===== src/mipsPkg.sv =====
// Shared widths, memory depth, opcode and ALU encodings for the pipelined MIPS core, by scoped name
package mipsPkg;

	// Data and instruction word
	typedef logic [31:0] wordT;

	// Register index
	typedef logic [4:0] regAddrT;

	// Word index into unified memory, byte address bits 9 to 2
	typedef logic [7:0] memAddrT;

	// Unified memory size in words
	localparam int memDepth = 256;

	// Primary opcodes, instr[31:26]
	typedef enum logic [5:0] {
		opRType = 6'h00,
		opBeq   = 6'h04,
		opAddi  = 6'h08,
		opLw    = 6'h23,
		opSw    = 6'h2b
	} opcodeT;

	// R-type function codes, instr[5:0]
	typedef enum logic [5:0] {
		fnAdd = 6'h20,
		fnSub = 6'h22,
		fnAnd = 6'h24,
		fnOr  = 6'h25,
		fnSlt = 6'h2a
	} functT;

	// Internal ALU operation select
	typedef enum logic [2:0] {
		aluAdd,
		aluSub,
		aluAnd,
		aluOr,
		aluSlt
	} aluOpT;

	// All-zero word, R-type with rd = 0, so it writes nothing visible
	localparam wordT nopWord = 32'h0000_0000;

endpackage


===== src/mipsAlu.sv =====
// Execute-stage ALU, picks an operation from opcode and function code and computes the result
`timescale 1ns/1ps

module mipsAlu (
	input  mipsPkg::opcodeT opcode,
	input  mipsPkg::functT  funct,
	input  mipsPkg::wordT   operandA,
	input  mipsPkg::wordT   operandB,
	output mipsPkg::wordT   result
);

	mipsPkg::aluOpT aluOp;

	// Operation select
	always_comb begin
		case (opcode)
			mipsPkg::opRType: begin
				case (funct)
					mipsPkg::fnSub: aluOp = mipsPkg::aluSub;
					mipsPkg::fnAnd: aluOp = mipsPkg::aluAnd;
					mipsPkg::fnOr:  aluOp = mipsPkg::aluOr;
					mipsPkg::fnSlt: aluOp = mipsPkg::aluSlt;
					default:        aluOp = mipsPkg::aluAdd;
				endcase
			end
			// Address and immediate sums
			mipsPkg::opAddi, mipsPkg::opLw, mipsPkg::opSw: aluOp = mipsPkg::aluAdd;
			default: aluOp = mipsPkg::aluAdd;
		endcase
	end

	always_comb begin
		case (aluOp)
			mipsPkg::aluSub: result = operandA - operandB;
			mipsPkg::aluAnd: result = operandA & operandB;
			mipsPkg::aluOr:  result = operandA | operandB;
			// Two's complement compare
			mipsPkg::aluSlt: result = {31'd0, $signed(operandA) < $signed(operandB)};
			default:         result = operandA + operandB;
		endcase
	end

endmodule


===== config.mk =====
export PLATFORM = sky130hd
export DESIGN_NAME = mipsAlu
export DESIGN_NICKNAME = d
export VERILOG_FILES = /design/src/mipsPkg.sv /design/src/mipsAlu.sv
export SDC_FILE = /design/constraint.sdc
export NUM_CORES = 1
export LEC_CHECK = 0
export ABC_AREA = 1
export BUFFER_PORTS_ARGS = -buffer_cell sky130_fd_sc_hd__clkbuf_2
export CAP_MARGIN = 20
export CORE_ASPECT_RATIO = 0.6
export CORE_MARGIN = 3
export CORE_UTILIZATION = 38
export DETAILED_ROUTE_END_ITERATION = 8
export GPL_ROUTABILITY_DRIVEN = 1
export PLACE_DENSITY = 0.68
export SLEW_MARGIN = 15
export SYNTH_ARGS = -nofsm -noshare
export SYNTH_HDL_FRONTEND = slang
export SYNTH_SLANG_ARGS = --single-unit

===== constraint.sdc =====
create_clock -name vclk -period 3.8
set_input_delay 0.19 -clock vclk [all_inputs]
set_output_delay 0.19 -clock vclk [all_outputs]
set_load 0.05 [all_outputs]

---- Word-level counts from Yosys, hierarchy flattened ----
Index checks and enable logic that the tools add are counted.
storage, ports and cells
  register bits after elaboration ......... 0
  input port bits ......................... 76
  output and inout port bits .............. 32
  logic and storage cells ................. 17
cells by class
  $add $sub $neg .......................... 2
  $lt $le $gt $ge ......................... 1
  equal/unequal tests ..................... 8
  muxes and demuxes ....................... 3
  bitwise operators ....................... 2
  reduce and logical (&&, ||, !) cells .... 1
operators with widths
  operator                                             count
  one-hot mux 32 bit (4 select lines)                  1
  adder 32 bit                                         1
  AND 32 bit                                           1
  < comparator 32 bit                                  1
  OR 32 bit                                            1
  subtractor 32 bit                                    1
  equality test 6 bit, second input constant           4
  one-hot mux 3 bit (4 select lines)                   1
  equality test 3 x 2 -> 1 bit, second input constant  2
  zero test 6 bit                                      1
  equality test 3 x 1 -> 1 bit, second input constant  1
  equality test 3 bit, second input constant           1
  2-to-1 mux 3 bit                                     1

---- Longest topological paths before layout ----
Gate-level depths: netlist of run 1.
  depth in word-level cells ............... 5
  mapped depth ............................ 16
  mapped depth without buffers ............ 15

---- Worst setup path before layout of run 1 ----
No wires, ideal clock.
  path kind ............................... in2out
  from .................................... input operandA[0]
  to ...................................... output result[18]
  data arrival time ....................... 2233 ps
  data required time ...................... 3610 ps
  slack ................................... 1377 ps
  cell stages on the path ................. 12
  buffers on the path ..................... 0
  path through ............................ inv_1 > ha_1 > fa_1 > inv_1 > nand3_1 > nand3_1 > nand2_1 > nand2_1 > nand2_1 > nand3_1 > nand3_1 > a21oi_1
between the ends
  word-level cells in the longest chain between the ends .. 2
  elaborated cells on any way between the ends .. 3
  those cells by class .................... add/sub: 2; mux: 1
RTL lines
  what                                                      line                          RTL
  start: declaration                                        mipsAlu.sv:7                  input mipsPkg::wordT operandA,
  adder 32 bit / subtractor 32 bit (equally long branches)  mipsAlu.sv:39, mipsAlu.sv:34
  one-hot mux 32 bit (4 select lines) (*)                   mipsAlu.sv:33                 case (aluOp)
  end: declaration                                          mipsAlu.sv:9                  output mipsPkg::wordT result
Mark *: on every way between the ends. The rest lies on a longest branch, timed or not.

---- Final worst setup path of run 1 ----
  from .................................... input operandA[0]
  to ...................................... output result[0]
between the ends
  word-level cells in the longest chain between the ends .. 2
  elaborated cells on any way between the ends .. 6
  those cells by class .................... add/sub: 2; order compare: 1; mux: 1; bitwise: 2
RTL lines
  what                                     line           RTL
  adder 32 bit (tied with other cells)     mipsAlu.sv:39  default: result = operandA + operandB;
  one-hot mux 32 bit (4 select lines) (*)  mipsAlu.sv:33
Marks and branches as above.

==> impl_summary.md, run 1 <==
Setup path
Together, buffers and inverters on the worst path number 4. The startpoint of the worst setup timing path is operandA[0]. Data arrives at the worst endpoint at 2620 ps.

The cell family contributing the most delay on the critical path is simple AND/OR/NAND/NOR gates. In this design, the critical path's most frequently occurring cell is sky130_fd_sc_hd__nand2_1. The kind of launch point of the worst setup path is an input port. The endpoint required time on the critical path is 3610 ps.

The signal on the critical path passes through clkbuf_2, inv_1, ha_1, fa_1, inv_1, nand2_1, nand3_1, nand2_1, nand2_1, nand2_1, nand3_1, nand2_1, nand3_1, nand3_1, nand2_1, clkbuf_2. The critical path is of the in -> out type. For this run, the slowest stage of the critical path takes 400 ps. Of all nets on the critical path, the largest fanout is 4. STA classifies the critical path endpoint as an output port. The critical path's slowest cell is sky130_fd_sc_hd__fa_1.

Power
The leakage power total is 4.651 nW. The design internal power is 0.0003306 W. The peak supply drop is 0.0001105 V. Of the total power, the clock network draws 0%.

The fraction of power spent switching nets is 72.96%. In this run the power spent charging and discharging nets is 0.0008918 W. Sequential cells burn 0% of the power. In this run the power density over the cells is 169.7 nW/um^2. Of the total power, combinational logic draws 100.0%. The final total power is 0.001222 W.

Timing
Summed over all failing endpoints, the final setup total negative slack is 0 ps. After layout, the worst path uses 73.97% of the clock period. Setup violations remaining at the end of the flow were counted as 0. The relative slew slack is 45.45%. The count of final hold-check violations is 0. Setup repair after global routing left no endpoint under its margin.

The shortest clock period the worst path allows after layout is 2811 ps. The highest achievable clock rate is 355.7 MHz. The final count of pins violating max slew came to 0. For the pin with the worst max-slew slack, the measured transition is 813.2 ps.

Job
The tool flagged a number of max-cap violations equal to 0.

Logic synthesis
The share of the synthesized area in the top cell type is 24.29%. Counting every net in the synthesized netlist gives 1,480. The number of instances in the synthesized netlist is 1,306. The number of warnings reported in the yosys synthesis log is 0. The sequential element share of the synthesized area is 0%.

The cell area after synthesis is 6568 sq um. Sorting the synthesized cells by area gives the leading types as sky130_fd_sc_hd__nand2_1, sky130_fd_sc_hd__ha_1, sky130_fd_sc_hd__inv_1, sky130_fd_sc_hd__nand3_1, sky130_fd_sc_hd__nor2_1. The netlist uses 43 different library cells. The synthesized design spends more area on one cell type than any other, namely sky130_fd_sc_hd__nand2_1. The mean instance size in the synthesized netlist is 5.029 sq um.

Min path
The endpoint of the worst hold-timing path is result[31]. The worst hold path passes through 5 cells. The startpoint of the most critical hold path is operandB[31]. In this run the worst hold path is classified as in -> out.

Die
The floorplan has 36 rows. The floorplan die height is 107.8 microns. The floorplan step set the die width to 175.7 microns. The I/O pin count is 108. The floorplan step defined a die boundary enclosing 18,950 sq um. The total area inside the core boundary comes to 16,580 sq um.

The effective utilization at floorplan is 39.62%.

Cells and area
Fill cells in the final layout number 1,967. The repair_antennas step left the layout with diodes totalling 0. In the final layout, the multi-input gates occupy 5213 sq um.

At the end of the flow, the number of nets in the layout was 1,557. The combined flip-flop and latch cell area is 0 sq um. The count of clock buffers in the final design is 0. Leaving out fill and tap cells, the most frequent cell in the layout is sky130_fd_sc_hd__nand2_1. In the layout the commonest cells are sky130_fd_sc_hd__nand2_1, sky130_fd_sc_hd__inv_1, sky130_fd_sc_hd__nor2_1.

Of the cells placed in the final design, the portion with a size suffix greater than 1 is 10.35%. Compared with the post-synthesis result, the final layout area differs by 9.659%. The final layout contains a sequential cell count of 0.

Routing
The average wire length per cell after detail routing is 16.15 microns. The first routing iteration left 1,058 violations. The total routed wirelength is 25,990 microns. The routed layout has 8,292 vias. The post-detailed-route DRC marker count is 0. The post-route antenna net violation count is 0. For this run, the detailed router's first-pass iteration total came to 6. Dividing the detail-routed via count by the number of cells gives 5.154.

Clocking
The quantity of gates resized following cts is 0. In this run the post-CTS setup repair buffer count came out at 0. For this design, the CTS-stage hold fixing added 0 buffers.

Global route
The maximum number of pins on one net before global-route repair is 22. Global routing consumed, over all layers together, 26.57% of the routing resources. The first-pass GRT wire length is 39,410 microns. The number of antenna violations at the first check in global routing is 0. The global-route congestion overflow total is 0.

The number of global-route vias before repair came to 7,258.

Outcome
The flow ran to the end, and the final reports show no timing, DRC or antenna violations.

Place
Once detailed placement completed, the half-perimeter wirelength came to 22,360 microns. The count of input and output buffers is 108. At the end of routability-driven placement, the weighted congestion stood at 1.040.
metrics by stage:
step | setup slack [ps] | cell area (sq um) | hold WS [ps] | instances | utilization (%)
after global placement | 1056 | 7202 | 1014 | 1609 | 43.45
final | 989.0 | 7202 | 1014 | 1609 | 43.45
after global routing | 820.0 | 7202 | 1047 | 1609 | 43.45
after detailed placement | 1093 | 7202 | 1015 | 1609 | 43.45
after CTS | 1104 | 7202 | 1018 | 1609 | 43.45
after floorplan | 1377 | 6568 | 836.5 | 1306 | -
power groups by stage:
stage | Sequential (W) | Combinational [W] | Clock (W)
2_1_floorplan | 0 | 0.000850 | 0
3_5_place_dp | 0 | 0.00119 | 0
6_report | 0 | 0.00122 | 0
3_3_place_gp | 0 | 0.00118 | 0
4_1_cts | 0 | 0.00119 | 0
5_1_grt | 0 | 0.00134 | 0
cells in the mapped netlist, drive strengths merged:
master / n
nor3b: 1
or2: 1
ha: 96
a21o: 1
xor2: 9
and2: 2
nand3: 118
fa: 2
a31oi: 1
nor3: 33
and3: 2
a21boi: 1
o22ai: 8
clkinv: 1
inv: 301
a21oi: 74
o21ai: 30
clkbuf: 8
o211ai: 3
nor4: 1
nand2: 429
xnor2: 1
nand3b: 6
buf: 28
o21bai: 9
nand4: 15
nor2: 125
cell type report:
class,count,share of cell area (%)
inverter,302,15.84
multi-input combinational,968,72.38
timing repair buffer,111,7.818
tap,228,3.961
layer usage:
layer	vias to the layer above	part of all wire, %	track usage (%)
met3	8	15	5.779
met2	480	35	34.69
met5	-	0	0
met4	0	0.31	1.186
met1	3664	49	44.22
li1	4140	-	-
cell families (layout without fill, tap and decap cells):
family,Yosys count,count (layout),share of synthesized area (%)
buffers and inverters,338,413,20.63
adders and majority gates,98,98,18.90
xor gates and xnor gates,10,10,1.334
AOI/OAI and AO/OA,127,127,10.88
and+or+nand+nor,733,733,48.26
worst min-delay path: stages:
cell and delay [ps]:
sky130_fd_sc_hd__clkbuf_2 90, sky130_fd_sc_hd__ha_1 140, sky130_fd_sc_hd__a21oi_1 60, sky130_fd_sc_hd__nand3_1 80, sky130_fd_sc_hd__clkbuf_2 270
how the worst max path moves through the flow:
stage	slack (ps)	to	cells after the start
final	990	result[0]	16
after CTS	1100	result[0]	13
after global placement	1060	result[0]	13
after global routing	820	result[0]	13
after floorplan	1380	result[18]	12
after detailed placement	1090	result[18]	10
No activity file was read; power rests on OpenSTA's default activity.
==> run 2: changes to the inputs <==
==> constraint.sdc (replaced) <==
create_clock -name vclk -period 2.9
set_input_delay 0.145 -clock vclk [all_inputs]
set_output_delay 0.145 -clock vclk [all_outputs]
set_load 0.05 [all_outputs]
==> run 2 against run 1 <==
  * Combinational power increased by 31%
  * Hold slack got worse by 93 ps
  * Core utilization increased by 0.27 points
  * Worst setup slack got worse by 760 ps
  * Non-clock buffer count increased by 6
  * Clock-buffer cell count unchanged
  * Design area increased by 0.63%
  * Sequential cell count unchanged
  * Cell count increased by 0.37%
==> impl_summary.md, run 2 (synthesis gave the netlist of run 1 again) <==
Setup path
Among all stages on the critical path, the largest delay is contributed by sky130_fd_sc_hd__fa_1. The worst setup path is captured at an output port. The critical path goes through clkbuf_2, ha_1, inv_1, fa_1, inv_1, nand3_1, nand3_1, nand2_1, nand2_1, inv_1, nor2_1, nor2_1, nand2_1, nand3_1, nand3_2, clkbuf_2. The startpoint of the worst setup timing path is operandB[0]. The worst stage delay on the critical path is 380 ps. In this run the worst path has a maximum fanout of 4. STA puts the critical path data required time at 2760 ps. The worst path arrival time is 2520 ps. The worst setup path is of the in -> out kind. The kind of launch point of the worst setup path is an input port.

Outcome
The run finished with clean final reports.

Routing
The average wire length per cell after detail routing is 16.13 microns. After detailed routing, the number of vias per cell comes to 5.124. The final layout contains routed wiring with a total length of 26,050 microns.

The number of design-rule violations left by the first detailed-router iteration is 967. The via count is 8,276. For this run, the detailed router's first-pass iteration total came to 5. The post-detailed-route DRC marker count is 0. Once detail routing completed, the nets flagged for antenna violations numbered 0.

Cells and area
The most common cell after layout, fill and taps aside is sky130_fd_sc_hd__nand2_1. The layout has 1,979 filler cells. For this run, the post-layout net count is 1,563. The layout cell share with drive strength beyond 1 is 10.74%. In the final layout, flip-flops and latches occupy 0 sq um. Leaving out fill and tap cells, the most frequent cells in the layout are sky130_fd_sc_hd__nand2_1, sky130_fd_sc_hd__inv_1, sky130_fd_sc_hd__nor2_1. The area added between synthesis and finish is 10.34%. The design has 0 sequential cells. The area of the multi-input gates is 5213 sq um. Counting the clock-network buffers in the layout gives 0. The antenna diode instance count is 0.

The count of non-filler cells in the finished layout is 1,615.

Timing
Setup violations remaining at the end of the flow were counted as 0. The final count of pins violating max slew is 0. Setup repair after global routing left no endpoint under its margin. Setup slack closes at 230.1 ps. The relative slew slack is 48.32%. The worst path needs 2670 ps of the cycle, external delays included. The count of final hold-check violations is 0. Derived from the worst setup path, the maximum achievable clock frequency is 374.5 MHz. The final period utilization is 92.07%. The slew of the pin with the lowest slew margin is 770.5 ps. The aggregate negative setup slack is 0 ps.

Clocking
The buffer count from post-CTS setup fixing is 0. The cts-stage hold buffer count is 0. The quantity of gates resized following cts is 0.

Min path
The worst hold path was traced through 5 stages. In this run the most critical hold path is launched from operandB[31]. The tightest min-delay check is of the in -> out type.

The endpoint of the worst hold-timing path is result[31].

Power
For this design the ratio of total power to cell area is 221.3 nW/um^2. The peak supply drop is 0.0001421 V. For this design the static power due to leakage is 4.680 nW.

Global route
Global routing consumed, on the met1 layer, 43.53% of the routing resources. The number of global-route vias before repair is 7,353. The most crowded layer after global routing is met1. The global-route congestion overflow total is 0. The number of antenna violations at the first check in global routing is 0. Entering global routing, the biggest net connects 21 pins. The first-pass GRT wire length is 39,880 microns.

Global routing used 26.74% of the available tracks. Global routing consumed, on the met2 layer, 36.29% of the routing resources. The fraction of met3 tracks used by global routing is 5.814%.

Die
The floorplan die height is 107.8 microns. The number of placement rows is 36. The placeable core region is 16,580 sq um. Once the floorplan was initialized, standard cells occupied 39.62% of the core. The floorplan step defined a die boundary enclosing 18,950 sq um. For this design the top-level I/O count stands at 108. From left edge to right edge, the die measures 175.7 microns.

Place
The count of input and output buffers is 108. After legalization and detailed placement, the total HPWL measured 22,310 microns. The cell count after placement is 1,615. At the end of routability-driven placement, the weighted congestion stood at 0.9966. Timing analysis after detailed placement gives a worst setup slack of 249.2 ps.

Job
Across the run, the number of max-cap violations was 0.
-- run 2: through the flow --
step,area [sq um],hold WS (ps),utilization [%],total power [W]
finish,7247,921.4,43.72,0.001604
global route,7247,942.9,43.72,0.001757
global placement,7247,927.8,43.72,0.001547
detailed placement,7247,924.2,43.72,0.001561
floorplan,6568,746.5,-,0.001114
CTS,7247,925.8,43.72,0.001568
-- run 2: area by class of cell --
type,instances,share of cell area [%]
repair buffers,117,8.391
inverters,302,15.75
well taps,228,3.936
multi-input cells,968,71.93
-- run 2: per-layer routing --
layer	up-vias	wire length, microns
li1	4146	-
met1	3690	12680
met2	429	9372
met3	11	3886
met4	0	105
met5	-	0
-- run 2: worst max path at each step --
stage	slack, ps	to
after global placement	310	result[16]
after global routing	20	result[16]
final	230	result[16]
after CTS	250	result[16]
after floorplan	570	result[18]
after detailed placement	250	result[16]
-- run 2: critical path: cells and delay by family --
kind	cells	cell delay (ps)
buffers and inverters	5	720
and+or+nand+nor	9	1040
adders and majority gates	2	610
-- run 2: where the power goes --
| group | total, W | internal, W | switching, W |
|---|---|---|---|
| logic | 0.00160 | 0.000441 | 0.00116 |
| clock network | 0 | 0 | 0 |
| registers | 0 | 0 | 0 |
| total | 0.00160 | 0.000441 | 0.00116 |
==> run 3: changes to the inputs <==
--- a/config.mk
+++ b/config.mk
@@ -10,10 +10,10 @@
 export CAP_MARGIN = 20
 export CORE_ASPECT_RATIO = 0.6
 export CORE_MARGIN = 3
-export CORE_UTILIZATION = 38
+export CORE_UTILIZATION = 55
 export DETAILED_ROUTE_END_ITERATION = 8
 export GPL_ROUTABILITY_DRIVEN = 1
-export PLACE_DENSITY = 0.68
+export PLACE_DENSITY = 0.88
 export SLEW_MARGIN = 15
 export SYNTH_ARGS = -nofsm -noshare
 export SYNTH_HDL_FRONTEND = slang
==> run 3 against run 2 <==
  * Maximum frequency down 4.4%
  * Combinational power hardly changed
  * Worst setup slack lost 120 ps
  * Critical path type unchanged
  * Highest routed layer is now met5
==> impl_summary.md, run 3 (synthesis gave the netlist of run 1 again) <==
Global route
The most crowded layer after global routing is met1. The number of antenna violations at the first check in global routing is 0. Global routing used 52.70% of the available met1 tracks. The number of global-route vias before repair was 7,359. The total overflow left after global routing is 0. Entering global routing, the biggest net connects 21 pins.

Global routing consumed, on the met3 layer, 14.34% of the routing resources. The overall global routing resource usage is 35.04%. For met2 alone, demand over resource in global routing was 46.44%. The first-pass GRT wire length is 37,850 microns.

Clocking
Hold repair after CTS inserted 0 buffers. The buffer count from post-CTS setup fixing is 0. The quantity of gates resized following cts is 0.

Timing
The final count of pins violating max slew is 0. Setup violations remaining at the end of the flow were counted as 0. The worst path in the final design needs a cycle of 2793 ps, including I/O delays and setup.

Hold timing on the final database bottoms out at a slack of 918.0 ps. Setup repair after global routing left no endpoint under its margin. Dividing the final minimum period by the clock period gives 96.30%.

After routing, the total negative slack on setup checks comes to 0 ps. Timing would allow up to 358.1 MHz. The relative slew slack is 38.84%. The slew of the pin with the lowest slew margin is 911.8 ps. The count of final hold-check violations is 0.

Routing
The via count is 8,444. The number of design-rule violations left by the first detailed-router iteration is 1,049. The mean number of vias per cell is 5.469. In this run the remaining antenna-violating nets after routing total 0. For this block, the routed nets add up to 24,490 microns of wire. The post-detailed-route DRC marker count is 0. For this run, the detailed router's first-pass iteration total came to 7. The average wire length per cell after detail routing is 15.86 microns.

Die
During I/O placement, the number of pins put on the boundary was 108. The floorplan has 30 rows. In this run the horizontal extent of the chip is 147.1 microns. The effective utilization at floorplan is 57.18%.

The floorplan step defined a die boundary enclosing 13,330 sq um. The floorplan die height is 90.65 microns. The floorplan step defined a core boundary enclosing 11,490 sq um.

Cells and area
The count of non-filler cells in the finished layout is 1,544. The antenna diode instance count is 0. The count of clock buffers in the final design is 0. The final layout contains 1,560 nets. The area added between synthesis and finish is 8.706%.

The layout cell share with drive strength beyond 1 is 10.55%. The most common cell after layout, fill and taps aside is sky130_fd_sc_hd__nand2_1. In the finished design the tool counted flip-flops and latches totalling 0. Leaving out fill and tap cells, the most frequent cells in the layout are sky130_fd_sc_hd__nand2_1, sky130_fd_sc_hd__inv_1, sky130_fd_sc_hd__nor2_1.

The combined flip-flop and latch cell area is 0 sq um. Once layout is complete, the utilization of the core stands at 62.16%.

Power
VDD sags by at most 0.0001217 V. Power spread over the standard cell area amounts to 223.3 nW/um^2. The leakage power total is 4.666 nW.

Setup path
The critical path's slowest cell is sky130_fd_sc_hd__fa_1. The kind of end point of the critical path is an output port. For this run, the slowest stage of the critical path takes 400 ps. Of all nets on the critical path, the largest fanout is 4. The endpoint required time on the critical path is 2760 ps.

The critical path goes through clkbuf_2, ha_1, inv_1, fa_1, inv_1, nand3_1, nand3_1, nand2_1, nand2_1, inv_1, nor2_1, nor2_1, nand2_1, nand3_1, nand3_2, clkbuf_2. By startpoint and endpoint, the worst setup path is classified as in -> out. Data arrives at the worst endpoint at 2650 ps. The worst setup path is launched from an input port.

Outcome
The flow ran to the end, and the final reports show no timing, DRC or antenna violations.

Place
The count of buffers added on input and output ports is 108. Including well taps, the total number of placed cells is 1,544. The global placement routability congestion is 1.065. The post-detailed-placement half-perimeter wirelength is 20,820 microns.

Job
The max-capacitance violation count is 0.

Min path
The worst hold-check path type is in -> out.
==> run 3: changes by cell type in the layout (fill, tap and decap cells not counted), sizes merged <==
| cell | previous run | this run |
|---|---|---|
| buf | 9 | 6 |
==> run 3: routing by layer <==
metal  vias up  routed length, microns
met2       622                    8594
li1       4132                       -
met4         2                     341
met1      3648                   10560
met5         -                      80
met3        40                    4907
==> run 3: area by class of cell <==
| class | count | area [sq um] |
|---|---|---|
| multi-input combinational | 968 | 5213 |
| timing repair buffer | 114 | 585.6 |
| inverter | 302 | 1141 |
| fill | 1208 | 4347 |
| tap | 160 | 200.2 |
==> run 3: worst paths after layout <==
kind                  cells past startpoint         start    endpoint
worst max-delay path                     16   operandB[0]  result[16]
worst min-delay path                      5  operandB[31]  result[31]
==> run 3: critical path, delay by kind of cell <==
kind                       cells  cell delay, ps
buffers and inverters          5             790
and+or+nand+nor                9            1080
adders and majority gates      2             630
==> run 3: stage by stage <==
step / total power (W) / cell area [sq um] / setup WS (ps)
2_1_floorplan: 0.001114 / 6568 / 567.2
3_3_place_gp: 0.001522 / 7139 / 349.9
3_5_place_dp: 0.001535 / 7139 / 281.2
4_1_cts: 0.001542 / 7139 / 274.2
5_1_grt: 0.001728 / 7139 / 15.54
6_report: 0.001594 / 7139 / 107.4
==> run 3: where the power goes <==
part | total [W] | internal, W | switching, W
clock | 0 | 0 | 0
sequential | 0 | 0 | 0
combinational | 0.00159 | 0.000437 | 0.00116
